==> config.mk <==
export PLATFORM = sky130hd
export DESIGN_NAME = alu_unit
export DESIGN_NICKNAME = d
export VERILOG_FILES = /design/src/hw/pj_reg_pkg.sv /design/src/hw/pj_op_pkg.sv /design/src/hw/alu_unit.sv
export VERILOG_INCLUDE_DIRS = /design/src /design/src/include
export SDC_FILE = /design/constraint.sdc
export NUM_CORES = 1
export LEC_CHECK = 0
export ABC_CLOCK_PERIOD_IN_PS = 3950
export BUFFER_PORTS_ARGS = -buffer_cell sky130_fd_sc_hd__clkbuf_2
export CORE_MARGIN = 2
export CORE_UTILIZATION = 47
export CTS_BUF_LIST = sky130_fd_sc_hd__clkbuf_4 sky130_fd_sc_hd__clkbuf_8 sky130_fd_sc_hd__clkbuf_16
export DETAILED_ROUTE_END_ITERATION = 10
export PLACE_DENSITY = 0.72
export SKIP_CTS_REPAIR_TIMING = 1
export SLEW_MARGIN = 15
export SYNTH_ARGS = -nofsm -noshare
export SYNTH_HDL_FRONTEND = slang
export SYNTH_SLANG_ARGS = --single-unit
==> constraint.sdc <==
create_clock -name clk_i -period 3.95 [get_ports clk_i]
set_clock_uncertainty 0.1 [all_clocks]
set_input_delay 0.1975 -clock clk_i [delete_from_list [all_inputs] [get_ports clk_i]]
set_output_delay 0.1975 -clock clk_i [all_outputs]
set_load 0.01 [all_outputs]
==> src/include/pj_cfg.svh <==
`ifndef PJ_CFG_SVH
`define PJ_CFG_SVH

// width of a data word
`define PJ_WORD_SIZE 32

// physical registers, tags are log2 of this wide
`define PJ_NUM_PHYS_REG 64

// write-back ports, 0 is the alu and 1 the multiplier
`define PJ_NUM_FU 2

// condition flags held by the commit side
`define PJ_NUM_FLAGS 4

// entries in the in-order op queue
`define PJ_IQ_DEPTH 4

// tags below this count come out of reset valid with data 0
`define PJ_RESET_VALID 16

`endif
==> src/hw/pj_reg_pkg.sv <==
`include "pj_cfg.svh"

package pj_reg_pkg;

  // physical register tag
  typedef logic [$clog2(`PJ_NUM_PHYS_REG)-1:0] phys_tag_t;

  // one data word of the register file
  typedef logic [`PJ_WORD_SIZE-1:0] word_t;

  // condition flag vector
  typedef logic [`PJ_NUM_FLAGS-1:0] flags_t;

  // masked flag update from commit
  // a set keep_mask bit holds the old flag, a clear bit takes value
  typedef struct packed {
    flags_t keep_mask;
    flags_t value;
  } flag_write_t;

endpackage

==> src/hw/pj_op_pkg.sv <==
package pj_op_pkg;

  // opcodes, OP_MUL goes to the multiplier and the rest to the alu
  typedef enum logic [2:0] {
    OP_ADD  = 3'd0,
    OP_SUB  = 3'd1,
    OP_AND  = 3'd2,
    OP_OR   = 3'd3,
    OP_ADDI = 3'd4,
    OP_MUL  = 3'd5
  } alu_op_e;

  // operation as it leaves rename
  typedef struct packed {
    alu_op_e               op;
    pj_reg_pkg::phys_tag_t dst;
    pj_reg_pkg::phys_tag_t src1;
    pj_reg_pkg::phys_tag_t src2;
    pj_reg_pkg::word_t     imm;
  } renamed_op_t;

  // operation with its operands already read
  typedef struct packed {
    alu_op_e               op;
    pj_reg_pkg::phys_tag_t dst;
    pj_reg_pkg::word_t     operand_a;
    pj_reg_pkg::word_t     operand_b;
  } issued_op_t;

  // result of one function unit
  typedef struct packed {
    logic                  valid;
    pj_reg_pkg::phys_tag_t tag;
    pj_reg_pkg::word_t     data;
  } wb_t;

  // occupancy of one multiplier stage
  typedef enum logic {
    MUL_STG_EMPTY = 1'b0,
    MUL_STG_BUSY  = 1'b1
  } mul_stage_e;

endpackage

==> src/hw/alu_unit.sv <==
`timescale 1ns/1ps

module alu_unit
  (input  logic                    clk_i
   , input  logic                  reset_i
   , input  pj_op_pkg::issued_op_t issue_i
   , input  logic                  issue_v_i
   , output pj_op_pkg::wb_t        wb_o
   );

  pj_reg_pkg::word_t     result;
  logic                  wb_valid_q;
  pj_reg_pkg::phys_tag_t wb_tag_q;
  pj_reg_pkg::word_t     wb_data_q;

  always_comb
  begin
    case (issue_i.op)
      pj_op_pkg::OP_ADD,
      pj_op_pkg::OP_ADDI: result = issue_i.operand_a + issue_i.operand_b;
      pj_op_pkg::OP_SUB:  result = issue_i.operand_a - issue_i.operand_b;
      pj_op_pkg::OP_AND:  result = issue_i.operand_a & issue_i.operand_b;
      pj_op_pkg::OP_OR:   result = issue_i.operand_a | issue_i.operand_b;
      // multiplies never reach this unit
      default:            result = '0;
    endcase
  end

  always_ff @(posedge clk_i)
  begin
    if (reset_i)
      wb_valid_q <= 1'b0;
    else
      wb_valid_q <= issue_v_i;
  end

  always_ff @(posedge clk_i)
  begin
    if (issue_v_i)
    begin
      wb_tag_q  <= issue_i.dst;
      wb_data_q <= result;
    end
  end

  assign wb_o = '{valid: wb_valid_q, tag: wb_tag_q, data: wb_data_q};

endmodule

==> flow_metrics.py <==
metrics = {
    "place": {
        "dp_hpwl_microns": 11000,
        "gp_congestion": 0.909,
        "io_buffer_count": 114,
        "placed_area_sq_um": 5380,
        "dpl_worst_slack_ns": -0.0559,
    },
    "worst_hold_path": {
        "hold_path.class": "input port to flop",
    },
    "setup_path": {
        "crit_family": "simple AND/OR/NAND/NOR gates",
        "worst_path_max_delay_cell": "or3b_4",
        "endpoint_kind": "flop",
        "required_ns": 3.91,
        "worstPathArrival_ns": 3.69,
        "path_max_fanout": 6,
        "slowest_delay_ns": 0.42,
        "crit_buf_inv": 2,
        "crit_chain": "clkbuf_2 -> nor4_4 -> nand3_2 -> or2_4 -> or3b_4 -> buf_4 -> o31ai_1 -> xor2_1 -> ha_1 -> and2_0 -> nand3_1 -> o211ai_1 -> a31oi_1 -> o21a_1 -> xnor2_1 -> o22a_1",
        "start_kind": "input port",
        "crit_type": "input port to flop",
    },
    "finish": {
        "nets": 793,
        "drive_gt1_frac": 0.265,
        "num-fill-cells": 873,
        "antenna_cells": 0,
        "post-route-util": 0.607,
        "fin_area_sq_um": 5580,
        "syn2layout_area_growth_pct": 26.0,
    },
    "synthesis": {
        "synth_area_sq_um": 4430,
        "synth_edf_count": 38,
        "synthCells": 534,
        "yosys-top-cells-count": "nand2_1 (57), a21oi_1 (50), o21ai_0 (46)",
        "yosys.area.top_type_share": 0.258,
        "synthArstFlopShare": 0,
        "synth.area.top_cells": "edfxtp_1 (26%), ha_1 (9.6%), xnor2_1 (6.5%)",
        "yosys.area.top_type": "edfxtp_1",
        "synth_warnings": 0,
        "synthesis.nets": 645,
        "post-synth-top-count-cell": "nand2_1",
        "ys.flop_type": "edfxtp_1",
        "yosysSeqAreaShare": 0.262,
        "ys_ff_latch": 39,
        "synth_cell_types": 57,
        "syn_avg_cell_area_sq_um": 8.29,
    },
    "sta": {
        "max_freq_mhz": 268,
        "setup_viol": 0,
        "fin_tns_setup_ns": 0,
        "slew_viol_final": 0,
        "slew_headroom": 0.262,
        "rsz0062_at_grt": "false",
        "layout_min_cycle_time_ns": 3.73,
        "worst_pin_slew_ns": 1.11,
        "hold_viol_final": 0,
        "setup_ws_ns": 0.215,
        "period_share": 0.945,
    },
    "cts": {
        "cts_root_buffer": "clkbuf_8",
        "cts_htree_levels": 2,
        "clockBufferDepth": 2,
        "clk_pin_slew_worst_paths_ns": 0.09,
        "cts_buffers": 5,
        "cts.sinks": 39,
        "cts_tree": "built",
    },
    "floorplan": {
        "placementRows": 35,
        "core_sq_um": 9200,
        "die_x_microns": 101,
        "io_pins": 115,
        "die_area_sq_um": 10200,
        "fp.dieH_microns": 101,
        "floorplan.initialDensity": 0.481,
    },
    "routing": {
        "drc": 0,
        "drtIter0Drc": 285,
        "vias": 4703,
        "antenna_left": 0,
        "wirelength_microns": 14000,
        "vias_per_cell": 5.92,
        "wl_per_cell_microns": 17.6,
        "first_pass_iters": 5,
    },
    "pwr": {
        "power.density_nw_per_um2": 305,
        "peakVddDrop_v": 0.000175,
        "p_leak_nw": 2.38,
    },
    "global_routing": {
        "grt_pass1_vias": 4388,
        "grt_pass1_wl_microns": 21800,
        "antenna_found_initial": 0,
        "grt_max_degree": 44,
        "grt_overflow": 0,
        "grtUsageTotal": 0.270,
    },
    "job": {
        "maxCapViolCount": 0,
    },
    "status": {
        "outcome": "finished, final reports clean",
    },
}
==> routing by layer <==
metal,up-vias,routed length [microns],global-route usage
met4,0,320,0.0707
met5,-,0,0
met2,198,6520,0.457
met3,32,900,0.0402
li1,2287,-,-
met1,2186,6250,0.358
==> cell families (layout without fill, tap and decap cells) <==
group	Yosys count	after routing	synth area share
AO/OA/AOI/OAI	171	171	0.238
XOR/XNOR	57	57	0.113
adder cells (fa/ha/maj)	61	61	0.159
buffers and inverters	40	189	0.0350
flip-flops	39	39	0.262
multiplexers	2	2	0.00452
AND/OR/NAND/NOR	164	164	0.188
==> placed cells by master, fill, tap and decap left out, types with 3 or more instances in the layout <==
cell type      netlist  layout
maj3_1              26      26
xor2_1              24      24
o21bai_1             8       8
clkbuf_2             0     114
nor2b_1              5       5
clkbuf_8             0       5
nor3_1              11      10
o22ai_1              5       5
or4_1                3       3
nor2_1              39      39
dlygate4sd3_1        0       7
inv_1               13      13
o21ai_0             46      46
edfxtp_1            38      38
nand3_1             10      10
a311oi_1             4       4
a21oi_1             50      50
o21a_1               9       9
xnor2_1             33      33
nand2b_1             6       6
nor4_4               3       3
a21o_1               7       7
ha_1                34      34
o31ai_1             10      10
buf_4                1      47
o211ai_1             5       5
nand4_1             10      10
a31oi_1              6       6
nand2_1             57      57
or3_1                7       7
==> final cells by class <==
class / instances / area, sq um / area share
well taps: 111 / 139 / 0.0249
repair buffers: 168 / 993 / 0.178
clock buffers: 5 / 68.8 / 0.0123
clock inverters: 3 / 43.8 / 0.00785
flip-flops and latches: 39 / 1160 / 0.208
multi-input cells: 455 / 3120 / 0.560
inverters: 13 / 48.8 / 0.00875
==> flip-flops by register name (all words and copies together), names as in the netlist <==
name and flops:
wb_valid_q 1, wb_tag_q 6, wb_data_q 32
==> where the power goes <==
part / leakage, nW / internal (W) / switching [W]
clock network: 0.0581 / 0.000189 / 0.000165
logic: 1.94 / 0.000349 / 0.000461
registers: 0.377 / 0.000522 / 0.0000146
total: 2.38 / 0.00106 / 0.000641
==> through the flow <==
step / power (W) / cells / hold WS, ns
after floorplan: 0.00104 / 534 / 0.169
after CTS: 0.00170 / 787 / -0.0598
after detailed placement: 0.00133 / 779 / 0.266
final: 0.00170 / 794 / 0.238
after global routing: 0.00181 / 794 / 0.234
after global placement: 0.00133 / 779 / 0.258
==> worst paths after layout <==
check	start	to	slack [ns]	cells after the start
min	issue_i[37]	wb_data_q[5]	0.24	3
max	issue_i[4]	wb_data_q[30]	0.22	16
==> worst min-delay path, cell delays in order <==
cell and delay (ns):
clkbuf_2 0.10, nand2_1 0.07, a311oi_1 0.11
Note: power is estimated with default switching activity, not from simulation.
