[config.mk]
export PLATFORM = sky130hd
export DESIGN_NAME = issue_unit
export DESIGN_NICKNAME = d
export VERILOG_FILES = /design/src/hw/pj_reg_pkg.sv /design/src/hw/pj_op_pkg.sv /design/src/hw/issue_unit.sv
export VERILOG_INCLUDE_DIRS = /design/src /design/src/include
export SDC_FILE = /design/constraint.sdc
export NUM_CORES = 1
export LEC_CHECK = 0
export BUFFER_PORTS_ARGS = -buffer_cell sky130_fd_sc_hd__buf_2
export CORE_AREA = 2 2 110 112
export CTS_CLUSTER_DIAMETER = 30
export DETAILED_ROUTE_END_ITERATION = 10
export DIE_AREA = 0 0 112 114
export GPL_TIMING_DRIVEN = 1
export PLACE_DENSITY = 0.79
export SETUP_SLACK_MARGIN = 0.4
export SYNTH_ARGS = -nofsm -noshare
export SYNTH_HDL_FRONTEND = slang
export SYNTH_SLANG_ARGS = --single-unit
[constraint.sdc]
create_clock -name clk_i -period 20 [get_ports clk_i]
set_input_delay 2 -clock clk_i [delete_from_list [all_inputs] [get_ports clk_i]]
set_output_delay 2 -clock clk_i [all_outputs]
set_load 0.01 [all_outputs]
[src/include/pj_cfg.svh]
`ifndef PJ_CFG_SVH
`define PJ_CFG_SVH

// width of a data word
`define PJ_WORD_SIZE 32

// physical registers, tags are log2 of this wide
`define PJ_NUM_PHYS_REG 64

// write-back ports, 0 is the alu and 1 the multiplier
`define PJ_NUM_FU 2

// condition flags held by the commit side
`define PJ_NUM_FLAGS 4

// entries in the in-order op queue
`define PJ_IQ_DEPTH 4

// tags below this count come out of reset valid with data 0
`define PJ_RESET_VALID 16

`endif
[src/hw/pj_reg_pkg.sv]
`include "pj_cfg.svh"

package pj_reg_pkg;

  // physical register tag
  typedef logic [$clog2(`PJ_NUM_PHYS_REG)-1:0] phys_tag_t;

  // one data word of the register file
  typedef logic [`PJ_WORD_SIZE-1:0] word_t;

  // condition flag vector
  typedef logic [`PJ_NUM_FLAGS-1:0] flags_t;

  // masked flag update from commit
  // a set keep_mask bit holds the old flag, a clear bit takes value
  typedef struct packed {
    flags_t keep_mask;
    flags_t value;
  } flag_write_t;

endpackage

[src/hw/pj_op_pkg.sv]
package pj_op_pkg;

  // opcodes, OP_MUL goes to the multiplier and the rest to the alu
  typedef enum logic [2:0] {
    OP_ADD  = 3'd0,
    OP_SUB  = 3'd1,
    OP_AND  = 3'd2,
    OP_OR   = 3'd3,
    OP_ADDI = 3'd4,
    OP_MUL  = 3'd5
  } alu_op_e;

  // operation as it leaves rename
  typedef struct packed {
    alu_op_e               op;
    pj_reg_pkg::phys_tag_t dst;
    pj_reg_pkg::phys_tag_t src1;
    pj_reg_pkg::phys_tag_t src2;
    pj_reg_pkg::word_t     imm;
  } renamed_op_t;

  // operation with its operands already read
  typedef struct packed {
    alu_op_e               op;
    pj_reg_pkg::phys_tag_t dst;
    pj_reg_pkg::word_t     operand_a;
    pj_reg_pkg::word_t     operand_b;
  } issued_op_t;

  // result of one function unit
  typedef struct packed {
    logic                  valid;
    pj_reg_pkg::phys_tag_t tag;
    pj_reg_pkg::word_t     data;
  } wb_t;

  // occupancy of one multiplier stage
  typedef enum logic {
    MUL_STG_EMPTY = 1'b0,
    MUL_STG_BUSY  = 1'b1
  } mul_stage_e;

endpackage

[src/hw/issue_unit.sv]
`timescale 1ns/1ps

module issue_unit
  (input  logic                     clk_i
   , input  logic                   reset_i
   // queue head
   , input  pj_op_pkg::renamed_op_t head_i
   , input  logic                   head_valid_i
   , output logic                   pop_o
   // register file read ports
   , output pj_reg_pkg::phys_tag_t  rs1_tag_o
   , output pj_reg_pkg::phys_tag_t  rs2_tag_o
   , input  logic                   rs1_valid_i
   , input  logic                   rs2_valid_i
   , input  pj_reg_pkg::word_t      rs1_data_i
   , input  pj_reg_pkg::word_t      rs2_data_i
   // dispatch to the function units
   , output pj_op_pkg::issued_op_t  alu_issue_o
   , output pj_op_pkg::issued_op_t  mul_issue_o
   , output logic                   alu_issue_v_o
   , output logic                   mul_issue_v_o
   );

  logic                  needs_rs2;
  logic                  ready;
  logic                  to_mul;
  pj_op_pkg::issued_op_t issue_d;
  pj_op_pkg::issued_op_t alu_q;
  pj_op_pkg::issued_op_t mul_q;
  logic                  alu_v_q;
  logic                  mul_v_q;

  assign rs1_tag_o = head_i.src1;
  assign rs2_tag_o = head_i.src2;

  // addi takes its second operand from the immediate
  assign needs_rs2 = (head_i.op != pj_op_pkg::OP_ADDI);
  assign ready     = head_valid_i && rs1_valid_i && (rs2_valid_i || !needs_rs2);
  assign to_mul    = (head_i.op == pj_op_pkg::OP_MUL);
  assign pop_o     = ready;

  always_comb
  begin
    issue_d.op        = head_i.op;
    issue_d.dst       = head_i.dst;
    issue_d.operand_a = rs1_data_i;
    issue_d.operand_b = needs_rs2 ? rs2_data_i : head_i.imm;
  end

  always_ff @(posedge clk_i)
  begin
    if (ready && !to_mul)
      alu_q <= issue_d;
    if (ready && to_mul)
      mul_q <= issue_d;
  end

  // one op per edge, steered by opcode
  always_ff @(posedge clk_i)
  begin
    if (reset_i)
    begin
      alu_v_q <= 1'b0;
      mul_v_q <= 1'b0;
    end
    else
    begin
      alu_v_q <= ready && !to_mul;
      mul_v_q <= ready && to_mul;
    end
  end

  assign alu_issue_o   = alu_q;
  assign mul_issue_o   = mul_q;
  assign alu_issue_v_o = alu_v_q;
  assign mul_issue_v_o = mul_v_q;

endmodule

==> results of run 1 <==
==> power by group through the flow <==
stage	registers (mW)	logic [mW]	clock network, mW
after global placement	0.362	0.0396	0
after detailed placement	0.362	0.0415	0
final	0.356	0.0407	0.345
after CTS	0.356	0.0415	0.353
after global routing	0.357	0.0443	0.366
after floorplan	0.369	0.0126	0
==> cells in the mapped netlist <==
master / number
nand2_1: 1
dfxtp_1: 2
nor3b_4: 1
inv_1: 1
a2111oi_4: 2
nand3b_1: 1
mux2_1: 5
a21oi_1: 1
or3b_4: 1
a211oi_1: 2
buf_4: 12
edfxtp_1: 146
buf_6: 3
mux2_2: 27
and3b_2: 1
==> final timing paths <==
check	endpoint	slack [ns]	cells past startpoint
max	pop_o	15.04	4
min	mul_issue_o[59]$_DFFE_PP_	1.78	1
==> sequential cells by signal (all words and copies together), names as in the netlist <==
| register | cells |
|---|---|
| mul_issue_o | 73 |
| alu_issue_o | 73 |
| alu_issue_v_o | 1 |
| mul_issue_v_o | 1 |
==> cells in the final DEF, fill, tap and decap left out <==
master	Yosys	routed
buf_2	0	258
edfxtp_1	146	146
mux2_2	27	27
clkbuf_16	0	17
mux2_1	5	5
bufinv_16	0	5
buf_4	12	5
clkinv_4	0	4
inv_6	0	3
a211oi_4	0	2
a2111oi_4	2	2
dfxtp_1	2	2
nor3b_4	1	1
inv_1	1	1
or3b_4	1	1
nand2_1	1	1
a21oi_1	1	1
and3b_2	1	1
nand3b_1	1	1
clkinv_2	0	1
clkinvlp_4	0	1
clkbuf_1	0	1
==> kinds of logic after synthesis <==
kind of cell           Yosys count  share of synthesized area [%]
AO/OA/AOI/OAI                    5                           1.49
multiplexers                    32                           7.15
buffers and inverters           16                           2.53
AND/OR/NAND/NOR                  5                           1.02
flip-flops                     148                           87.8
==> routing by layer <==
layer  part of all wire, %  track usage (%)  vias up
met4                   2.1             7.07        0
met3                   7.4             5.69       23
li1                      -                -     1350
met1                    37             19.2     1407
met5                     0                0        -
met2                    53             29.7      152
==> critical path: stages <==
cell and delay [ns]:
buf_2 0.14, or3b_4 0.48, a21oi_1 0.18, buf_2 0.16
==> cell type report <==
class,count,share of cell area (%)
Sequential cell,148,62.3
Timing Repair Buffer,263,18.7
Multi-Input combinational cell,42,7.20
Clock buffer,18,6.04
Clock inverter,14,3.15
Tap cell,147,2.59
Inverter,1,0.0528
==> run_results.csv, run 1 <==
group,metric,value,unit
floorplan,rows,40,
min_path,hp-start,"rs1_data_i[27]",
clock_tree,cts_tree,"done",
pwr,p_int,0.595,mW
sta,finalWorstSetupSlack,15.04,ns
critical_path,path_class,"in -> out",
flow_run,drv_cap,0,
synth,syn_inst,206,
placement,gp_congestion,0.796,
pwr,p_clk_share,46.6,%
detailed_routing,drt-initial-drc-count,126,
detailed_routing,via_per_inst,4.63,
global_routing,overflow,0,
final_layout,antenna_cells,0,
sta,period_needed,4.96,ns
detailed_routing,drc,0,
pwr,p_total,0.742,mW
global_routing,grt_max_degree,39,
critical_path,worst_ep_required_time,18.00,ns
synth,avgSynthCellArea,24.5,µm²
clock_tree,cts_setup_buffers,0,
detailed_routing,wl_per_cell,17.2,µm
synth,synth_nets,328,
min_path,hold_class,"in -> reg",
clock_tree,htreeDepth,4,
synth,seq_area_frac_synth,87.8,%
sta,period_share,24.8,%
pwr,power.leakage,2.86,nW
synth,synth_cell_type_count,15,
pwr,p_seq_share,48.0,%
final_layout,nFillCells,883,
detailed_routing,firstDrtPassIters,5,
critical_path,end_kind,"output port",
synth,ys.warnings.count,0,
sta,setup_viol,0,
pwr,ir_worst_vdd,0.0644,mV
sta,tightest_slew,0.515,ns
pwr,sw_frac_of_total,19.7,%
synth,yosysTopAreaCell,"edfxtp_1",
sta,hold_violations,0,
placement,dpl-instance-area,6450,µm²
final_layout,regArea,4420,µm²
sta,hold-worst-slack,1.78,ns
synth,ys_ff_latch,148,
placement,placed_cells,601,
pwr,p_per_area,104,nW/µm²
clock_tree,cts.sinks,148,
placement,numPortBuffers,258,
critical_path,cp_max_fo,6,
floorplan,die_area,12800,µm²
final_layout,utilization,60.7,%
clock_tree,ctsResizeCount,0,
final_layout,syn2layout_area_growth,41.0,%
critical_path,startpoint,"head_i[51]",
global_routing,antenna_found_initial,0,
final_layout,nets,595,
sta,finalMaxSlewViolations,0,
synth,synthTopCellsByArea,"edfxtp_1, mux2_2, buf_4",
global_routing,grt_pass1_vias,3100,
final_layout,design_area,7110,µm²
final_layout,final_cells,633,
final_layout,multi_input_area,512,µm²
synth,synth_area,5040,µm²
sta,fin_setup_tns,0,ns
sta,relSlewSlack,65.7,%
placement,preCtsSetupSlack,15.04,ns
global_routing,grt_use_total,16.9,%
sta,max_freq,202,MHz
outcome,status,"completed",
floorplan,fp.dieH,114,µm
detailed_routing,num_vias,2932,
clock_tree,ctsHoldBuffers,0,
floorplan,core,11700,µm²
final_layout,drive_gt1_share,67.5,%
critical_path,critPathLaunchType,"primary input",
floorplan,ios,283,
clock_tree,clk_path_buf_depth,2,
floorplan,fp.dieW,112,µm
clock_tree,cts_root_buf,"clkbuf_16",
sta,rsz0062_at_grt,"no",
clock_tree,path_clk_slew,0.06,ns
placement,place_hpwl,7.95,mm
floorplan,start_util,43.0,%
detailed_routing,wl,10.9,mm
critical_path,crit_arrival,2.96,ns
pwr,p_comb_share,5.5,%
detailed_routing,ant_nets,0,
pwr,p_sw,0.147,mW
global_routing,grt_first_pass_wirelength,16.3,mm
clock_tree,cts_buffers,17,
synth,post-synth-top-area-fraction,87.0,%
Note: power is estimated with default switching activity, not from simulation.
==> run 2, diff against run 1 <==
Settings changed: CORE_AREA 2 2 110 112 to not set, CORE_MARGIN set to 1, CORE_UTILIZATION set to 44, DIE_AREA 0 0 112 114 to not set, PLACE_DENSITY 0.79 to 0.8.
Clock period 20 ns to 4.65 ns, I/O delays scaled along.
==> run 2 against run 1 <==
Net effect:
- clock power rose to 3.9 times the previous value
- clock-buffer cell count down 1
- total power increased to 4.1 times the previous value
- combinational power rose to 4.3 times the previous value
- via count rose by 0.61%
- non-clock buffer count is the same
- critical path depth stayed put
- core utilization rose by 3.2 points
- sequential cell count did not move
- global-route usage increased by 1.5 points
- worst setup slack worse by 12 ns
==> run_results.csv, run 2 (synthesis results as in run 1) <==
group,metric,value,unit
detailed_routing,via_per_inst,4.71,
detailed_routing,wl_per_cell,17.6,µm
sta,hold_violations,0,
clock_tree,cts_tree,"done",
clock_tree,cts_setup_buffers,0,
clock_tree,cts.sinks,148,
final_layout,syn2layout_area_growth,39.3,%
clock_tree,htreeDepth,4,
clock_tree,ctsHoldBuffers,0,
sta,hold-worst-slack,0.233,ns
final_layout,antenna_cells,0,
pwr,p_per_area,432,nW/µm²
critical_path,worst_ep_required_time,4.18,ns
critical_path,critPathLaunchType,"primary input",
detailed_routing,drt-initial-drc-count,114,
final_layout,nets,595,
global_routing,antenna_found_initial,0,
clock_tree,cts_buffers,17,
final_layout,final_common_cell,"buf_2",
global_routing,grt_pass1_vias,3040,
sta,finalMaxSlewViolations,0,
pwr,power.leakage,2.82,nW
floorplan,rows,38,
sta,fin_setup_tns,0,ns
pwr,ir_worst_vdd,0.265,mV
clock_tree,clk_path_buf_depth,2,
sta,rsz0062_at_grt,"no",
min_path,hold_class,"in -> reg",
sta,setup_viol,0,
final_layout,final_cells,626,
sta,relSlewSlack,60.9,%
min_path,hold_depth,1,
floorplan,fp.dieW,109,µm
final_layout,mostFrequentLayoutCells,"buf_2, edfxtp_1, mux2_2",
final_layout,design_area,7020,µm²
detailed_routing,firstDrtPassIters,4,
detailed_routing,num_vias,2950,
floorplan,fp.dieH,109,µm
detailed_routing,ant_nets,0,
placement,place_hpwl,7.97,mm
global_routing,overflow,0,
placement,dpl-instance-area,6440,µm²
sta,max_freq,537,MHz
placement,placed_cells,594,
sta,tightest_slew,0.587,ns
clock_tree,path_clk_slew,0.07,ns
pwr,p_total,3.03,mW
sta,period_needed,1.86,ns
critical_path,crit_arrival,1.40,ns
final_layout,nFillCells,798,
detailed_routing,drc,0,
global_routing,grt_use_total,18.5,%
placement,gp_congestion,0.752,
critical_path,cp_max_fo,6,
global_routing,grt_first_pass_wirelength,15.5,mm
critical_path,end_kind,"output port",
placement,preCtsSetupSlack,2.37,ns
global_routing,grt_max_degree,43,
final_layout,drive_gt1_share,67.3,%
final_layout,utilization,63.9,%
clock_tree,ctsResizeCount,0,
floorplan,start_util,45.9,%
placement,numPortBuffers,258,
clock_tree,cts_root_buf,"clkbuf_16",
sta,period_share,40.1,%
detailed_routing,wl,11.0,mm
sta,finalWorstSetupSlack,2.79,ns
floorplan,die_area,11900,µm²
floorplan,ios,283,
floorplan,core,11000,µm²
flow_run,drv_cap,0,
outcome,status,"completed",
critical_path,path_class,"in -> out",
==> run 2: cell count changes in the layout (fill, tap and decap cells not counted) <==
cell and change:
clkbuf_1 -1, clkinv_1 +2, clkinv_4 -1, bufinv_16 -3, inv_6 +1, clkinv_2 +2
==> run 2: final timing paths <==
kind / from / to / slack, ns
max: head_i[51] / pop_o / 2.79
min: head_i[48] / mul_issue_o[68]$_DFFE_PP_ / 0.23
==> run 2: layout make-up <==
class	count	area, µm²	area share, %
flip-flops and latches	148	4420	63.0
repair buffers	263	1330	18.9
multi-input cells	42	512	7.29
clock buffers	17	425	6.06
well taps	140	175	2.50
clock inverters	15	151	2.16
inverters	1	3.75	0.0535
==> run 2: where the power goes <==
group	leakage, nW	internal [mW]	total (mW)	switching, mW
registers	1.34	1.52	1.53	0.0118
logic	1.20	0.0815	0.174	0.0926
clock network	0.283	0.792	1.33	0.534
total	2.82	2.39	3.03	0.639
==> run 2: worst max-delay path, cell delays in order <==
cell	delay [ns]
buf_2	0.14
or3b_4	0.48
a21oi_1	0.16
buf_2	0.15
==> run 2: metal layers <==
layer / global-route usage, % / up-vias / part of all wire (%)
met5: 0 / - / 0
met3: 6.75 / 22 / 9.0
met1: 18.8 / 1409 / 36
met4: 10.1 / 0 / 2.3
li1: - / 1347 / -
met2: 32.7 / 172 / 53
