==> config.mk <==
export PLATFORM = sky130hd
export DESIGN_NAME = op_queue
export DESIGN_NICKNAME = d
export VERILOG_FILES = /design/src/hw/pj_reg_pkg.sv /design/src/hw/pj_op_pkg.sv /design/src/hw/op_queue.sv
export VERILOG_INCLUDE_DIRS = /design/src /design/src/include
export SDC_FILE = /design/constraint.sdc
export NUM_CORES = 1
export LEC_CHECK = 0
export ABC_AREA = 1
export CAP_MARGIN = 15
export CORE_AREA = 2 2 106 133
export CTS_BUF_LIST = sky130_fd_sc_hd__clkbuf_8
export CTS_CLUSTER_DIAMETER = 50
export DETAILED_ROUTE_END_ITERATION = 6
export DIE_AREA = 0 0 108 135
export DONT_BUFFER_PORTS = 1
export GPL_ROUTABILITY_DRIVEN = 0
export GPL_TIMING_DRIVEN = 0
export PLACE_DENSITY_LB_ADDON = 0.25
export SKIP_CTS_REPAIR_TIMING = 1
export SLEW_MARGIN = 0
export SYNTH_ARGS = -nofsm -noshare
export SYNTH_HDL_FRONTEND = slang
export SYNTH_SLANG_ARGS = --single-unit
==> constraint.sdc <==
create_clock -name clk_i -period 4.2 [get_ports clk_i]
set_input_delay 0.42 -clock clk_i [delete_from_list [all_inputs] [get_ports clk_i]]
set_output_delay 0.42 -clock clk_i [all_outputs]
set_load 0.02 [all_outputs]
==> src/include/pj_cfg.svh <==
`ifndef PJ_CFG_SVH
`define PJ_CFG_SVH

// width of a data word
`define PJ_WORD_SIZE 32

// physical registers, tags are log2 of this wide
`define PJ_NUM_PHYS_REG 64

// write-back ports, 0 is the alu and 1 the multiplier
`define PJ_NUM_FU 2

// condition flags held by the commit side
`define PJ_NUM_FLAGS 4

// entries in the in-order op queue
`define PJ_IQ_DEPTH 4

// tags below this count come out of reset valid with data 0
`define PJ_RESET_VALID 16

`endif
==> src/hw/pj_reg_pkg.sv <==
`include "pj_cfg.svh"

package pj_reg_pkg;

  // physical register tag
  typedef logic [$clog2(`PJ_NUM_PHYS_REG)-1:0] phys_tag_t;

  // one data word of the register file
  typedef logic [`PJ_WORD_SIZE-1:0] word_t;

  // condition flag vector
  typedef logic [`PJ_NUM_FLAGS-1:0] flags_t;

  // masked flag update from commit
  // a set keep_mask bit holds the old flag, a clear bit takes value
  typedef struct packed {
    flags_t keep_mask;
    flags_t value;
  } flag_write_t;

endpackage

==> src/hw/pj_op_pkg.sv <==
package pj_op_pkg;

  // opcodes, OP_MUL goes to the multiplier and the rest to the alu
  typedef enum logic [2:0] {
    OP_ADD  = 3'd0,
    OP_SUB  = 3'd1,
    OP_AND  = 3'd2,
    OP_OR   = 3'd3,
    OP_ADDI = 3'd4,
    OP_MUL  = 3'd5
  } alu_op_e;

  // operation as it leaves rename
  typedef struct packed {
    alu_op_e               op;
    pj_reg_pkg::phys_tag_t dst;
    pj_reg_pkg::phys_tag_t src1;
    pj_reg_pkg::phys_tag_t src2;
    pj_reg_pkg::word_t     imm;
  } renamed_op_t;

  // operation with its operands already read
  typedef struct packed {
    alu_op_e               op;
    pj_reg_pkg::phys_tag_t dst;
    pj_reg_pkg::word_t     operand_a;
    pj_reg_pkg::word_t     operand_b;
  } issued_op_t;

  // result of one function unit
  typedef struct packed {
    logic                  valid;
    pj_reg_pkg::phys_tag_t tag;
    pj_reg_pkg::word_t     data;
  } wb_t;

  // occupancy of one multiplier stage
  typedef enum logic {
    MUL_STG_EMPTY = 1'b0,
    MUL_STG_BUSY  = 1'b1
  } mul_stage_e;

endpackage

==> src/hw/op_queue.sv <==
`timescale 1ns/1ps
`include "pj_cfg.svh"

module op_queue
  (input  logic                     clk_i
   , input  logic                   reset_i
   // producer side
   , input  logic                   push_i
   , input  pj_op_pkg::renamed_op_t op_i
   // issue side
   , input  logic                   pop_i
   , output pj_op_pkg::renamed_op_t head_o
   , output logic                   head_valid_o
   , output logic                   full_o
   );

  localparam int DEPTH = `PJ_IQ_DEPTH;
  localparam int PTR_W = (DEPTH > 1) ? $clog2(DEPTH) : 1;
  localparam int CNT_W = $clog2(DEPTH + 1);

  typedef logic [PTR_W-1:0] ptr_t;
  typedef logic [CNT_W-1:0] cnt_t;

  pj_op_pkg::renamed_op_t mem_q [DEPTH];
  ptr_t                   wr_ptr_q;
  ptr_t                   rd_ptr_q;
  cnt_t                   count_q;

  // wrap at depth, which need not be a power of two
  function automatic ptr_t ptr_next(ptr_t p);
    if (p == ptr_t'(DEPTH - 1))
      return '0;
    return p + ptr_t'(1);
  endfunction

  always_ff @(posedge clk_i)
  begin
    if (push_i)
      mem_q[wr_ptr_q] <= op_i;
  end

  always_ff @(posedge clk_i)
  begin
    if (reset_i)
    begin
      wr_ptr_q <= '0;
      rd_ptr_q <= '0;
      count_q  <= '0;
    end
    else
    begin
      if (push_i)
        wr_ptr_q <= ptr_next(wr_ptr_q);
      if (pop_i)
        rd_ptr_q <= ptr_next(rd_ptr_q);
      // simultaneous push and pop leaves the count alone
      case ({push_i, pop_i})
        2'b10:   count_q <= count_q + cnt_t'(1);
        2'b01:   count_q <= count_q - cnt_t'(1);
        default: count_q <= count_q;
      endcase
    end
  end

  assign head_o       = mem_q[rd_ptr_q];
  assign head_valid_o = (count_q != '0);
  assign full_o       = (count_q == cnt_t'(DEPTH));

  // producer respects full_o, issue only pops a valid head
  a_queue_bounds: assert property (@(posedge clk_i) disable iff (reset_i)
    !(push_i && full_o) && !(pop_i && !head_valid_o));

endmodule

==> impl_results.md, run 1 <==
* Grt ovf at 0
* First-pass GRT wire length at 26500 microns
* Flops & latches, synth at 221
* Reg clk slew, reported paths at 0.06 ns
* MaxCap Viol Count at 0
* Critical path class: reg2out
* Syn Area/Cell at 14.81 sq um
* Critical Path RT at 3.78 ns
* Total negative setup slack at 0 ns
* Residual DRC at 0
* Clock latency at the later pin of the worst-skew pair at 0.50 ns
* Top-count cell post-synth: edfxtp_1
* Initial Util at 0.6425
* Die Ht at 135 microns
* Fill count at 824
* Max Fclk at 0.3873 GHz
* Initial antenna violation count at 0
* Syn_nets at 638
* List of most frequent post-synthesis cells: edfxtp_1, o21ai_0, nor2_1
* Dominant cell type by area after synthesis: edfxtp_1
* Final Total Pwr at 4702 uW
* Die ar. at 0.01458 sq mm
* Dpl hpwl at 10770 microns
* Core region area at 0.01323 sq mm
* Site row count at 47
* Vias at 5128
* CP arrival at 2.16 ns
* HP Class: in2reg
* Critical-path maximum fanout at 10
* H-tree levels at 2
* Number of I/O port buffers at 0
* Max incr delay on CP at 0.48 ns
* Slew margin rel. at 0.4234
* Pin count of the biggest net entering global routing at 38
* Worst-case vdd ir drop at 335.5 uV
* CP startpoint kind: flop
* Layout area overhead at 15.70%
* Post-synthesis cell area at 0.008501 sq mm
* Pleak at 0.003393 uW
* Syn Inst Count at 574
* Number of antenna-violating nets in the routed design at 0
* ANT cells at 0
* First DRT Iteration DRCs at 316
* R2R Setup Slk at 2.32 ns
* Die span in x at 108 microns
* Worst r2r dst: mem_q[3][16]
* Inserted Clock Buffers at 34
* Final worst-path cycle share at 0.6148
* Ys Warns at 0
* Crit path cell chain: buf_6 -> inv_6 -> clkbuf_1 -> o21ai_0 -> o22ai_1
* Avg Vias per Cell at 6.033
* Setup crit end kind: output pin
* WHS Endpoint: mem_q[1][35]
* Proportion of layout cells with a drive suffix above 1 at 0.1797
* Top cells by area, synth: edfxtp_1, o21ai_0, nor2_1, o22ai_2, o22ai_1
* Root Buffer: clkbuf_8
* Status: complete, no violations
* Post-Place Cell Area at 0.008802 sq mm
* Yosys top cell area share at 0.7489
* Nets at 722
* Aggregate routed wire length at 18920 microns
* Pre-antenna DRT Iters at 4
* Worst r2r src: wr_ptr_q[0]
* Vias in the first global route at 5153
* Final Max Tran Viols at 0
* RSZ-0062 raised after global routing: no
* Hold Violations, Final at 0
* CTS Sinks at 221
* Worst Hold Depth at 0
* Clock Path Buffers at 3
* Clock Skews at 0.01687 ns
* Asr flop ratio synth at 0
* Post-synth top flop: edfxtp_1
* Setup violators final at 0
* Fin crit period at 2.582 ns
* R2r worst-path depth at 4
* Delay-heaviest family, CP: compound AO/OA/AOI/OAI gates
* DR WL/cell at 22.25 microns
* Sequential fraction of the synthesis area at 0.7701
* Hold Startpoint: op_i[35]
* Post-synth EDFFs at 212
* Worst path slowest cell: o22ai_1
* WP depth at 5
* Synth cell types at 24
* I/O pins at 112
* Final instance area at 0.009836 sq mm
* CP bufs+invs at 3
* PwrDens at 478.1 mW/mm^2
* Slew @ Worst Pin at 0.8636 ns
* CTS tree: done
* GRT Total Usage at 0.2434
==> cell type report <==
cell class	count	area, sq um	area share
inverters	15	61.31	0.006233
well taps	171	214.0	0.02175
repair buffers	48	528.0	0.05368
clock inverters	20	83.83	0.008523
multi-input cells	304	1672	0.1700
clock buffers	37	509.2	0.05177
plain buffers	34	221.5	0.02252
flip-flops and latches	221	6546	0.6656
==> power by group <==
part / switching (uW) / internal [uW] / leakage (uW)
logic: 397 / 154 / 0.00103
registers: 30.4 / 2530 / 0.00202
clock network: 780 / 809 / 0.000341
total: 1210 / 3500 / 0.00339
==> worst max path at each step <==
| stage | to | slack [ns] | start |
|---|---|---|---|
| 2_1_floorplan | mem_q[2][0] | 2.18 | wr_ptr_q[0] |
| 3_3_place_gp | mem_q[0][16] | 1.34 | wr_ptr_q[0] |
| 3_5_place_dp | head_o[39] | 2.23 | flop |
| 4_1_cts | head_o[39] | 1.68 | flop |
| 5_1_grt | head_o[31] | 1.52 | flop |
| 6_report | head_o[36] | 1.62 | flop |
==> layer usage <==
layer | vias up | global-route usage | part of all wire
met3 | 44 | 0.08301 | 0.084
met5 | - | 0 | 0
met2 | 237 | 0.4186 | 0.53
li1 | 2312 | - | -
met1 | 2535 | 0.2824 | 0.36
met4 | 0 | 0.09117 | 0.025
==> layout by cell type (no fill, tap or decap), types with 2 or more instances in the layout <==
cell type	synthesis	routed
edfxtp_1	212	212
o21ai_0	99	99
nor2_1	97	97
dlygate4sd3_1	0	44
clkbuf_8	0	37
o22ai_1	33	33
nor2_2	20	20
o22ai_2	20	20
buf_2	18	18
inv_1	13	18
nand2_1	11	11
o21ai_1	10	10
dfxtp_1	9	9
clkinv_1	0	7
clkbuf_2	6	6
ha_1	6	6
inv_2	1	5
buf_6	4	4
buf_8	3	3
clkbuf_1	3	3
clkinv_2	0	3
buf_12	0	3
inv_6	1	2
nor3_1	2	2
a21oi_1	2	2
==> per-stage QoR <==
stage | hold WS (ns) | worst slack, ns | utilization | cells
3_3_place_gp | 0.4822 | 1.343 | 0.6586 | 745
2_1_floorplan | 0.4676 | 2.180 | - | 574
4_1_cts | -0.03463 | 1.683 | 0.7101 | 806
5_1_grt | -0.001336 | 1.524 | 0.7434 | 850
3_5_place_dp | 0.4952 | 2.230 | 0.6652 | 749
6_report | 0.009057 | 1.618 | 0.7434 | 850
==> worst register-to-register path: cells and delay by family (launching register included) <==
family	cells	cell delay, ns
simple gates	1	0.06
buf+inv	2	0.90
fa+ha+maj	1	0.18
flops	1	0.41
==> flip-flops by register name (all words and copies together) (netlist names), named ones only <==
register  flops
rd_ptr_q      2
mem_q       212
count_q       3
wr_ptr_q      2
==> cell families (layout without fill, tap and decap cells) <==
| logic type | Yosys count | count (layout) | share of synthesized area |
|---|---|---|---|
| AO/OA/AOI/OAI | 164 | 164 | 0.1191 |
| flip-flops | 221 | 221 | 0.7701 |
| adder cells (fa/ha/maj) | 7 | 7 | 0.01119 |
| AND/OR/NAND/NOR | 131 | 131 | 0.06432 |
| buffers and inverters | 49 | 154 | 0.03326 |
| XOR/XNOR | 2 | 2 | 0.002061 |
Power figures use the tool's default switching activity.
==> run 2: changes to the inputs <==
Clock period 4.2 ns to 2.5 ns, I/O delays scaled along.
==> impl_results.md, run 2 (same netlist as run 1, synthesis figures left out) <==
* Status: complete, no violations
* CP startpoint kind: flop
* Hold slack at 0.08403 ns (+0.07497 ns)
* Pre-antenna DRT Iters at 4 (unchanged)
* Site row count at 47 (unchanged)
* Initial antenna violation count at 1 (+1)
* DR WL/cell at 21.92 microns (-1.5%)
* R2R Setup Slk at 0.61 ns (-1.71 ns)
* Core region area at 0.01323 sq mm (unchanged)
* Fin crit period at 2.417 ns
* Commonest non-fill, non-tap cell in the layout: edfxtp_1
* HP Class: in2reg
* Max Fclk at 0.4137 GHz
* Finished Core Util at 0.7526 (+0.009267)
* Final instance area at 0.009958 sq mm (+1.2%)
* Number of I/O port buffers at 0 (unchanged)
* Worst r2r dst: mem_q[3][16]
* Worst-case vdd ir drop at 565.5 uV (+69%)
* Inserted Clock Buffers at 34 (unchanged)
* Vias at 5185 (+1.1%)
* Setup WS post-layout at 0.08291 ns (-1.535 ns)
* Largest register by flop count: mem_q
* CTS tree: done
* Nets at 734 (+1.7%)
* Final Total Pwr at 7930 uW (+69%)
* PwrDens at 796.3 mW/mm^2 (+67%)
* Vias in the first global route at 5153 (unchanged)
* Worst Hold Depth at 3 (+3)
* Hold Startpoint: pop_i
* Largest regs: mem_q: 212 flops, count_q: 3 flops
* Hold Violations, Final at 0 (unchanged)
* R2r worst-path depth at 4 (unchanged)
* Aggregate routed wire length at 18920 microns (about the same)
* Critical Path RT at 2.25 ns (-1.53 ns)
* Reg clk slew, reported paths at 0.06 ns (about the same)
* Post-Place Cell Area at 0.008802 sq mm (unchanged)
* Final worst-path cycle share at 0.9668
* Clock Skews at 0.01912 ns (+0.002256 ns)
* Slew margin rel. at 0.4222 (-0.001234)
* First-pass GRT wire length at 26500 microns (unchanged)
* Clock latency at the later pin of the worst-skew pair at 0.50 ns (about the same)
* WHS Endpoint: count_q[0]
* Setup crit end kind: output pin
* Pleak at 0.003443 uW (+1.5%)
* Slew @ Worst Pin at 0.8654 ns (+0.001849 ns)
* First DRT Iteration DRCs at 352 (+11%)
* H-tree levels at 2 (unchanged)
* Worst slack at placement at 0.6326 ns (-1.597 ns)
* MaxCap Viol Count at 0 (unchanged)
* Root Buffer: clkbuf_8
* GRT Total Usage at 0.2434 (unchanged)
* Layout area overhead at 17.15%
* Die span in x at 108 microns (unchanged)
* Residual DRC at 0 (unchanged)
* Critical path class: reg2out
* CTS Sinks at 221 (unchanged)
* Grt ovf at 0 (unchanged)
* CP arrival at 2.17 ns (about the same)
* I/O pins at 112 (unchanged)
* Worst r2r src: wr_ptr_q[0]
* Dpl hpwl at 10770 microns (unchanged)
* Most frequent cells in the layout: edfxtp_1, o21ai_0, nor2_1
* Critical-path maximum fanout at 10 (unchanged)
* Initial Util at 0.6425 (unchanged)
* Largest register FFs at 212 (unchanged)
* Proportion of layout cells with a drive suffix above 1 at 0.1766 (-0.003120)
* Final Max Tran Viols at 0 (unchanged)
* Die ar. at 0.01458 sq mm (unchanged)
* Pin count of the biggest net entering global routing at 38 (unchanged)
* Clock Path Buffers at 3 (unchanged)
* Avg Vias per Cell at 6.008 (-0.41%)
* Die Ht at 135 microns (unchanged)
* Setup violators final at 0 (unchanged)
* Number of antenna-violating nets in the routed design at 0 (unchanged)
-- run 2: changes by cell type in the layout (fill, tap and decap cells not counted) --
| cell | previous run | this run |
|---|---|---|
| diode_2 | 0 | 1 |
| dlygate4sd3_1 | 44 | 56 |
-- run 2: critical path: stages, from the launching register on --
cell      delay, ns
dfxtp_1        0.31
buf_6          0.14
inv_6          0.08
clkbuf_1       0.42
o21ai_0        0.23
o22ai_1        0.48
-- run 2: layer usage --
layer | GRT usage | vias to the layer above | share of wire
met1 | 0.2824 | 2594 | 0.37
li1 | - | 2340 | -
met4 | 0.09117 | 0 | 0.021
met5 | 0 | - | 0
met3 | 0.08301 | 35 | 0.074
met2 | 0.4186 | 216 | 0.53
-- run 2: through the flow --
step                setup TNS (ns)  instances
detailed placement               0        749
finish                           0        863
global placement            -73.37        745
CTS                              0        806
global route             -0.008024        863
floorplan                        0        574
-- run 2: cell type report --
class                   instances  area (sq um)
inverters                      15         61.31
flip-flops and latches        221          6546
repair buffers                 60         648.1
multi-input cells             304          1672
clock buffers                  37         509.2
diodes                          1         2.502
clock inverters                20         83.83
well taps                     171         214.0
fillers                       809          3273
plain buffers                  34         221.5
-- run 2: how the worst max path moves through the flow --
stage | end | slack [ns] | cells past startpoint
after floorplan | mem_q[2][0] | 0.48 | 4
after global placement | mem_q[0][16] | -0.36 | 4
after detailed placement | mem_q[3][16] | 0.63 | 4
after CTS | head_o[39] | 0.15 | 5
after global routing | head_o[31] | -0.008 | 5
final | head_o[36] | 0.08 | 5
-- run 2: where the power goes --
group	internal, uW	switching, uW	leakage [uW]
Combinational	272	681	0.00108
Sequential	4250	50.5	0.00202
Clock	1360	1310	0.000341
Total	5880	2050	0.00344
