--- src/include/pj_cfg.svh ---
`ifndef PJ_CFG_SVH
`define PJ_CFG_SVH

// width of a data word
`define PJ_WORD_SIZE 32

// physical registers, tags are log2 of this wide
`define PJ_NUM_PHYS_REG 64

// write-back ports, 0 is the alu and 1 the multiplier
`define PJ_NUM_FU 2

// condition flags held by the commit side
`define PJ_NUM_FLAGS 4

// entries in the in-order op queue
`define PJ_IQ_DEPTH 4

// tags below this count come out of reset valid with data 0
`define PJ_RESET_VALID 16

`endif
--- src/hw/pj_reg_pkg.sv ---
`include "pj_cfg.svh"

package pj_reg_pkg;

  // physical register tag
  typedef logic [$clog2(`PJ_NUM_PHYS_REG)-1:0] phys_tag_t;

  // one data word of the register file
  typedef logic [`PJ_WORD_SIZE-1:0] word_t;

  // condition flag vector
  typedef logic [`PJ_NUM_FLAGS-1:0] flags_t;

  // masked flag update from commit
  // a set keep_mask bit holds the old flag, a clear bit takes value
  typedef struct packed {
    flags_t keep_mask;
    flags_t value;
  } flag_write_t;

endpackage

--- src/hw/pj_op_pkg.sv ---
package pj_op_pkg;

  // opcodes, OP_MUL goes to the multiplier and the rest to the alu
  typedef enum logic [2:0] {
    OP_ADD  = 3'd0,
    OP_SUB  = 3'd1,
    OP_AND  = 3'd2,
    OP_OR   = 3'd3,
    OP_ADDI = 3'd4,
    OP_MUL  = 3'd5
  } alu_op_e;

  // operation as it leaves rename
  typedef struct packed {
    alu_op_e               op;
    pj_reg_pkg::phys_tag_t dst;
    pj_reg_pkg::phys_tag_t src1;
    pj_reg_pkg::phys_tag_t src2;
    pj_reg_pkg::word_t     imm;
  } renamed_op_t;

  // operation with its operands already read
  typedef struct packed {
    alu_op_e               op;
    pj_reg_pkg::phys_tag_t dst;
    pj_reg_pkg::word_t     operand_a;
    pj_reg_pkg::word_t     operand_b;
  } issued_op_t;

  // result of one function unit
  typedef struct packed {
    logic                  valid;
    pj_reg_pkg::phys_tag_t tag;
    pj_reg_pkg::word_t     data;
  } wb_t;

  // occupancy of one multiplier stage
  typedef enum logic {
    MUL_STG_EMPTY = 1'b0,
    MUL_STG_BUSY  = 1'b1
  } mul_stage_e;

endpackage

--- src/hw/mul_unit.sv ---
`timescale 1ns/1ps
`include "pj_cfg.svh"

module mul_unit
  (input  logic                    clk_i
   , input  logic                  reset_i
   , input  pj_op_pkg::issued_op_t issue_i
   , input  logic                  issue_v_i
   , output pj_op_pkg::wb_t        wb_o
   );

  localparam int HALF = `PJ_WORD_SIZE / 2;

  typedef logic [HALF-1:0] half_t;

  half_t a_lo, a_hi, b_lo, b_hi;

  // per-stage occupancy, tag and opcode
  pj_op_pkg::mul_stage_e s1_st_q, s2_st_q, s3_st_q;
  pj_reg_pkg::phys_tag_t s1_tag_q, s2_tag_q, s3_tag_q;
  pj_op_pkg::alu_op_e    s1_op_q, s2_op_q, s3_op_q;

  // stage data
  pj_reg_pkg::word_t s1_ll_q;
  half_t             s1_hl_q;
  half_t             s1_lh_q;
  pj_reg_pkg::word_t s2_ll_q;
  half_t             s2_cross_q;
  pj_reg_pkg::word_t s3_data_q;

  assign a_lo = issue_i.operand_a[HALF-1:0];
  assign a_hi = issue_i.operand_a[2*HALF-1:HALF];
  assign b_lo = issue_i.operand_b[HALF-1:0];
  assign b_hi = issue_i.operand_b[2*HALF-1:HALF];

  always_ff @(posedge clk_i)
  begin
    // stage 1, partial products, only the low half of the cross terms matters
    s1_ll_q    <= pj_reg_pkg::word_t'(a_lo) * pj_reg_pkg::word_t'(b_lo);
    s1_hl_q    <= a_hi * b_lo;
    s1_lh_q    <= a_lo * b_hi;
    s1_tag_q   <= issue_i.dst;
    s1_op_q    <= issue_i.op;
    // stage 2, fold the cross terms
    s2_ll_q    <= s1_ll_q;
    s2_cross_q <= s1_hl_q + s1_lh_q;
    s2_tag_q   <= s1_tag_q;
    s2_op_q    <= s1_op_q;
    // stage 3, final low-word sum
    s3_data_q  <= s2_ll_q + {s2_cross_q, {HALF{1'b0}}};
    s3_tag_q   <= s2_tag_q;
    s3_op_q    <= s2_op_q;
  end

  always_ff @(posedge clk_i)
  begin
    if (reset_i)
    begin
      s1_st_q <= pj_op_pkg::MUL_STG_EMPTY;
      s2_st_q <= pj_op_pkg::MUL_STG_EMPTY;
      s3_st_q <= pj_op_pkg::MUL_STG_EMPTY;
    end
    else
    begin
      s1_st_q <= issue_v_i ? pj_op_pkg::MUL_STG_BUSY : pj_op_pkg::MUL_STG_EMPTY;
      s2_st_q <= s1_st_q;
      s3_st_q <= s2_st_q;
    end
  end

  assign wb_o = '{valid: (s3_st_q == pj_op_pkg::MUL_STG_BUSY),
                  tag:   s3_tag_q,
                  data:  s3_data_q};

  // issue only steers multiplies here
  a_mul_only: assert property (@(posedge clk_i) disable iff (reset_i)
    ((s1_st_q != pj_op_pkg::MUL_STG_BUSY) || (s1_op_q == pj_op_pkg::OP_MUL))
    && ((s2_st_q != pj_op_pkg::MUL_STG_BUSY) || (s2_op_q == pj_op_pkg::OP_MUL))
    && ((s3_st_q != pj_op_pkg::MUL_STG_BUSY) || (s3_op_q == pj_op_pkg::OP_MUL)));

endmodule

--- config.mk ---
export PLATFORM = sky130hd
export DESIGN_NAME = mul_unit
export DESIGN_NICKNAME = d
export VERILOG_FILES = /design/src/hw/pj_reg_pkg.sv /design/src/hw/pj_op_pkg.sv /design/src/hw/mul_unit.sv
export VERILOG_INCLUDE_DIRS = /design/src /design/src/include
export SDC_FILE = /design/constraint.sdc
export NUM_CORES = 1
export LEC_CHECK = 0
export BUFFER_PORTS_ARGS = -buffer_cell sky130_fd_sc_hd__buf_4
export CAP_MARGIN = 20
export CORE_MARGIN = 2
export CORE_UTILIZATION = 55
export CTS_BUF_LIST = sky130_fd_sc_hd__clkbuf_16
export DETAILED_ROUTE_END_ITERATION = 6
export PLACE_DENSITY_LB_ADDON = 0.3
export SYNTH_ARGS = -nofsm -noshare
export SYNTH_HDL_FRONTEND = slang
export SYNTH_SLANG_ARGS = --single-unit
--- constraint.sdc ---
create_clock -name clk_i -period 9.36 [get_ports clk_i]
set_input_delay 0.468 -clock clk_i [delete_from_list [all_inputs] [get_ports clk_i]]
set_output_delay 0.468 -clock clk_i [all_outputs]
set_load 0.05 [all_outputs]
==> qor.yml, run 1 <==
max-cap-violations: 0
gp_congestion: 0.861
number_of_instances_in_the_synthesized_netlist: 2296
grt_pass1_wl_mm: 79.4
vias: 15230
totalWireLength_mm: 47.6
clockBufferDepth: 2
cts_resized: 0
drcViolationCount: 0
layout-drive-gt1-share: 0.0651
synthDominantCellAreaShare: 0.339
synth_top_cells_by_area: "fa_1 (34%), dfxtp_1 (16%), ha_1 (14%), inv_1 (8.6%), nand2_1 (6.4%)"
syn_avg_cell_area_um2: 9.16
arrival_time_at_the_worst_endpoint_ns: 6.08
die_height_um: 200
tritoncts: "yes"
antenna-diode-count: 0
die_width_um: 200
area_delta_synth_final_pct: 8.19
synth_enable_flop_cells: 0
grt.total_usage: 0.255
initial_core_util: 0.558
hp-class: "input port to flop"
highest-signal-layer: "met4"
dr.pass1.iters: 5
critPathRequiredTime_ns: 9.67
synth_largest_area_cell: "fa_1"
grt_pass1_vias: 16083
synthMostInstantiatedCell: "inv_1"
cp-end-kind: "flop"
netlist-cell-type-count: 57
nNetsFinal: 3002
async_reset_ff_frac: 0
io_pins: 115
finalCritPeriodShare: 0.617
coreArea_um2: 37700
dieArea_um2: 39800
dr.first_iter.drc_count: 750
outcome: "completed"
met2_length_mm: 23.2
fin_hold_ws_ns: 0.149
wl_per_cell_um: 16.6
detailed_place_hpwl_mm: 36.3
final_hold_viols: 0
cts-hold-fix-buffers: 0
fillerInstances: 3277
gr-total-overflow: 0
synth.yosys.warnings: 0
detail-route-antenna-nets: 0
numClockSinks: 165
clockRootBuffer: "clkbuf_16"
met1Wirelength_mm: 19.8
synth.top_cells.by_count: "inv_1 (481), fa_1 (356), nand2_1 (356), ha_1 (232), and2_1 (213)"
antenna_found_initial: 0
grt_start_max_net_pins: 33
synth_flop_type: "dfxtp_1"
crit_path_start_kind: "input port"
maxSlewHeadroom: 0.523
max_freq_mhz: 173
timing.setup.tns_ns: 0
clk_transition_reported_paths_ns: 0.07
viasPerCell: 5.32
ctsHtreeMaxLevel: 4
synth.net_count: 2960
clock_skew_ns: 0.00745
final-setup-viol-count: 0
synth_area_um2: 21000
crit_fanout: 25
stdcell_area_um2: 22700
row_count: 71
finalMaxSlewViolations: 0
postCtsSetupRepairBufs: 0
setup.worst_path.class: "input port to flop"
detailed_routed_wire_length_on_met3_mm: 3.16
seq_cells_post_synth: 165
cts_buffers: 17
worstSkewPairLatency_ns: 0.42
final.min_clock_period_ns: 5.78
port-buffer-count: 111
timing_worst_slew_pin_value_ns: 0.707
rsz0062_at_grt: "false"
dpl_cell_area_um2: 22200
synth_seq_area_share: 0.157
[path summary, 6_finish.rpt]
kind                from             to  slack, ns  cells past startpoint
max           issue_i[7]    s1_ll_q[28]       3.58                     21
min reg2reg  s1_ll_q[13]    s2_ll_q[13]       0.32                      0
min          issue_i[67]    s1_tag_q[3]       0.15                      1
max reg2reg  s2_ll_q[16]  s3_data_q[30]       6.41                      9
[worst max-delay path, stage by stage]
cell and delay, ns:
buf_4 0.33, nand2_1 0.14, fa_1 0.55, inv_1 0.05, fa_1 0.49, inv_1 0.06, fa_1 0.53, inv_1 0.05
fa_1 0.47, fa_1 0.49, inv_1 0.05, fa_1 0.47, inv_1 0.04, ha_1 0.30, inv_1 0.12, nor3_1 0.30
nand4_1 0.25, and3_1 0.30, o31a_1 0.34, nor2b_1 0.15, xnor2_1 0.12
[stage by stage]
| stage | worst slack [ns] | instances | util |
|---|---|---|---|
| 3_5_place_dp | 3.21 | 2830 | 0.588 |
| 5_1_grt | 3.36 | 2862 | 0.604 |
| 4_1_cts | 3.63 | 2862 | 0.604 |
| 2_1_floorplan | 3.52 | 2296 | - |
| 3_3_place_gp | 3.25 | 2830 | 0.588 |
| 6_report | 3.58 | 2862 | 0.604 |
[area by class of cell]
type | instances | area, µm² | area share
Clock inverter | 15 | 159 | 0.00699
Inverter | 482 | 1810 | 0.0796
Sequential cell | 165 | 3300 | 0.145
Multi-Input combinational cell | 1561 | 15600 | 0.685
Timing Repair Buffer | 111 | 833 | 0.0366
Tap cell | 511 | 639 | 0.0281
Clock buffer | 17 | 425 | 0.0187
[cell usage in the layout (no fill, tap or decap), types with 3 or more instances in the layout]
| master | netlist | final |
|---|---|---|
| o31ai_1 | 12 | 12 |
| and2_1 | 213 | 213 |
| a21oi_1 | 61 | 61 |
| a211oi_1 | 9 | 9 |
| fa_1 | 356 | 356 |
| clkinv_4 | 0 | 4 |
| o211a_1 | 3 | 3 |
| clkbuf_16 | 0 | 17 |
| xnor2_1 | 102 | 102 |
| o21ai_1 | 12 | 12 |
| or3_1 | 3 | 3 |
| nor2b_1 | 9 | 9 |
| nor2_1 | 32 | 32 |
| o21a_1 | 14 | 14 |
| inv_8 | 0 | 7 |
| dfxtp_1 | 165 | 165 |
| o31a_1 | 3 | 3 |
| o21ai_0 | 13 | 13 |
| ha_1 | 232 | 232 |
| xor2_1 | 26 | 26 |
| a41o_1 | 3 | 3 |
| o41ai_1 | 4 | 4 |
| nor4_1 | 3 | 3 |
| buf_4 | 1 | 111 |
| nand2_1 | 356 | 356 |
| nand2b_1 | 7 | 7 |
| inv_1 | 481 | 481 |
| a21o_1 | 17 | 17 |
| nand4_1 | 4 | 4 |
| nand3_1 | 12 | 12 |
| o21bai_1 | 7 | 7 |
| nor3_1 | 15 | 15 |
| a21boi_1 | 3 | 3 |
[registers in the layout (all words and copies together), names as in the netlist]
signal / count
s1_ll_q: 32
s2_cross_q: 16
s1_st_q: 1
s1_lh_q: 16
s2_tag_q: 6
s1_hl_q: 16
s3_st_q: 1
s1_tag_q: 6
s2_st_q: 1
s3_tag_q: 6
s3_data_q: 32
s2_ll_q: 32
[per-layer routing]
metal | GRT usage | vias up
met5 | 0 | -
met4 | 0.0787 | 0
met3 | 0.0361 | 88
met2 | 0.437 | 510
met1 | 0.334 | 7639
li1 | - | 6993
[kinds of logic (layout without fill, tap and decap cells)]
kind of cell / after synthesis / after routing / synth area share
flops: 165 / 165 / 0.157
compound gates: 183 / 183 / 0.0600
xor+xnor: 128 / 128 / 0.0533
fa+ha+maj: 588 / 588 / 0.477
simple gates: 662 / 662 / 0.150
buf+inv: 570 / 625 / 0.102
Power of run 1 is not shown: default switching activity piles up to over one toggle a cycle in this logic, so the estimate is an artifact.
==> run 2: changes to the inputs <==
ABC_AREA = 1   (was not set)
clock period = 5.3 ns   (was 9.36 ns; I/O delays follow)
==> run 2 against run 1 <==
Synthesized cell count up 22%. Count of clock-buffer cells in the layout unchanged. Critical path type unchanged. Design area up 7.7%. Via count up 16%. Sequential share of layout area down 1.0 points. Cell count up 21%. Die area up 4.7%.
==> qor.yml, run 2 <==
synth_area_um2: 22000
synth-adder-area-share: 0.455
cts_resized: 0
outcome: "completed"
wl_per_cell_um: 15.8
synthMostInstantiatedCell: "inv_1"
vias: 17614
hp-class: "input port to flop"
rsz0062_at_grt: "false"
layout_commonest_cell: "inv_1"
die_height_um: 204
post_synth_mux_area_share: 0
crit_path_frequent_cell: "fa_1"
max-cap-violations: 0
grt.total_usage: 0.272
crit_path_start_kind: "input port"
max_freq_mhz: 197
layout-drive-gt1-share: 0.0850
layoutNonFillerInstCount: 3455
maxSlewHeadroom: 0.681
clockRootBuffer: "clkbuf_16"
numClockSinks: 165
coreArea_um2: 39600
clockBufferDepth: 2
area_delta_synth_final_pct: 11.1
syn_avg_cell_area_um2: 7.87
synthDominantCellAreaShare: 0.323
grt_start_max_net_pins: 33
final_hold_viols: 0
tritoncts: "yes"
io_pins: 115
gp_congestion: 0.917
async_reset_ff_frac: 0
synth_simple_gate_area_frac: 0.166
final.setup.worst_slack_ns: 0.213
cpPeakStageDelay_ns: 0.55
gr-total-overflow: 0
dp_worst_slack_ns: -0.128
crit_fanout: 9
totalWireLength_mm: 54.6
netlist-cell-type-count: 41
top_regs: "s1_ll_q (32), s2_ll_q (32), s3_data_q (32)"
arrival_time_at_the_worst_endpoint_ns: 5.42
setup.worst_path.class: "input port to flop"
seq_cells_post_synth: 165
cp-end-kind: "flop"
final.min_clock_period_ns: 5.09
cts_buffers: 17
dr.first_iter.drc_count: 1017
viasPerCell: 5.10
postCtsSetupRepairBufs: 0
detail-route-antenna-nets: 0
worstPathBufferInverterCount: 6
placedCellCount: 3416
synth_top_family_by_area: "adder cells"
grt_pass1_wl_mm: 89.5
synth-compound-area-share: 0.0405
layout_common_cells: "inv_1 (770), nand2_1 (767), fa_1 (356), ha_1 (232), buf_4 (190)"
final_core_utilization: 0.618
number_of_instances_in_the_synthesized_netlist: 2800
synth_flop_type: "dfxtp_1"
dr.pass1.iters: 7
finalMaxSlewViolations: 0
clk_transition_reported_paths_ns: 0.07
antenna-diode-count: 0
synth.net_count: 3464
path_cells: "buf_4 -> buf_4 -> nand2_1 -> fa_1 -> inv_1 -> fa_1 -> fa_1 -> fa_1 -> fa_1 -> inv_1 -> fa_1 -> inv_1 -> ha_1 -> nand2_1 -> inv_1 -> nand2_1 -> nor3_2 -> nand4_1 -> nand3_1 -> a21oi_1 -> xnor2_1"
finalCritPeriodShare: 0.960
worstSkewPairLatency_ns: 0.44
critPathRequiredTime_ns: 5.64
clock_skew_ns: 0.0175
synth_enable_flop_cells: 0
synth.top_cells.by_count: "inv_1 (770), nand2_1 (767), fa_1 (356), ha_1 (232), dfxtp_1 (165)"
initial_core_util: 0.556
row_count: 73
die_width_um: 204
ctsHtreeMaxLevel: 4
critical_path.top_delay_family: "adder cells"
detailed_place_hpwl_mm: 46.1
timing_worst_slew_pin_value_ns: 0.478
synth.yosys.warnings: 0
critical_path.slowest_cell: "fa_1"
antenna_found_initial: 0
final-setup-viol-count: 0
synth_largest_area_cell: "fa_1"
grt_pass1_vias: 18199
cts-hold-fix-buffers: 7
drcViolationCount: 0
port-buffer-count: 111
dieArea_um2: 41700
synth_top_cells_by_area: "fa_1 (32%), dfxtp_1 (15%), ha_1 (13%), inv_1 (13%), nand2_1 (13%)"
nNetsFinal: 3581
synthXorXnorAreaFrac: 0.0365
synth_seq_area_share: 0.150
[run 2: worst register-to-register path, cell delays in order (launching register included)]
cell     delay (ns)
dfxtp_1        0.46
inv_1          0.10
fa_1           0.47
o21ai_2        0.22
nand4_1        0.11
nand3_1        0.14
nand2_1        0.07
nand2_1        0.06
nand2_1        0.04
nand2_1        0.07
xor2_1         0.19
[run 2: layout make-up]
| cell class | instances | area, µm² |
|---|---|---|
| multi-input combinational | 1755 | 15400 |
| fill | 3504 | 15100 |
| tap | 525 | 657 |
| clock buffer | 17 | 425 |
| timing repair buffer | 202 | 1600 |
| inverter | 776 | 2910 |
| clock inverter | 15 | 218 |
| sequential | 165 | 3300 |
[run 2: routing by layer]
| layer | track usage | wire length, µm |
|---|---|---|
| met2 | 0.466 | 26600 |
| met5 | 0 | 0 |
| met1 | 0.361 | 23000 |
| met3 | 0.0354 | 3530 |
| met4 | 0.0836 | 1500 |
[run 2: final timing paths]
kind,slack [ns],start,cells past startpoint,to
worst max-delay path,0.21,issue_i[39],21,s1_ll_q[25]
worst min-delay path,0.04,issue_v_i,3,s1_st_q
worst max register to register,3.29,s2_ll_q[17],10,s3_data_q[30]
worst min register to register,0.32,s1_ll_q[11],0,s2_ll_q[11]
[run 2: per-stage QoR]
stage	cell area [µm²]	hold WS, ns	setup TNS [ns]
floorplan	22000	0.293	0
global placement	23800	0.311	-0.0640
detailed placement	23800	0.312	-0.414
CTS	24500	0.0316	0
global route	24500	0.0424	0
finish	24500	0.0435	0
[run 2: logic make-up after synthesis]
kind of cell,count (synthesis)
AOI/OAI and AO/OA,154
xor gates and xnor gates,91
adders and majority gates,588
buffers and inverters,880
DFF,165
and+or+nand+nor,922
Power of run 2 is left out for the same reason.
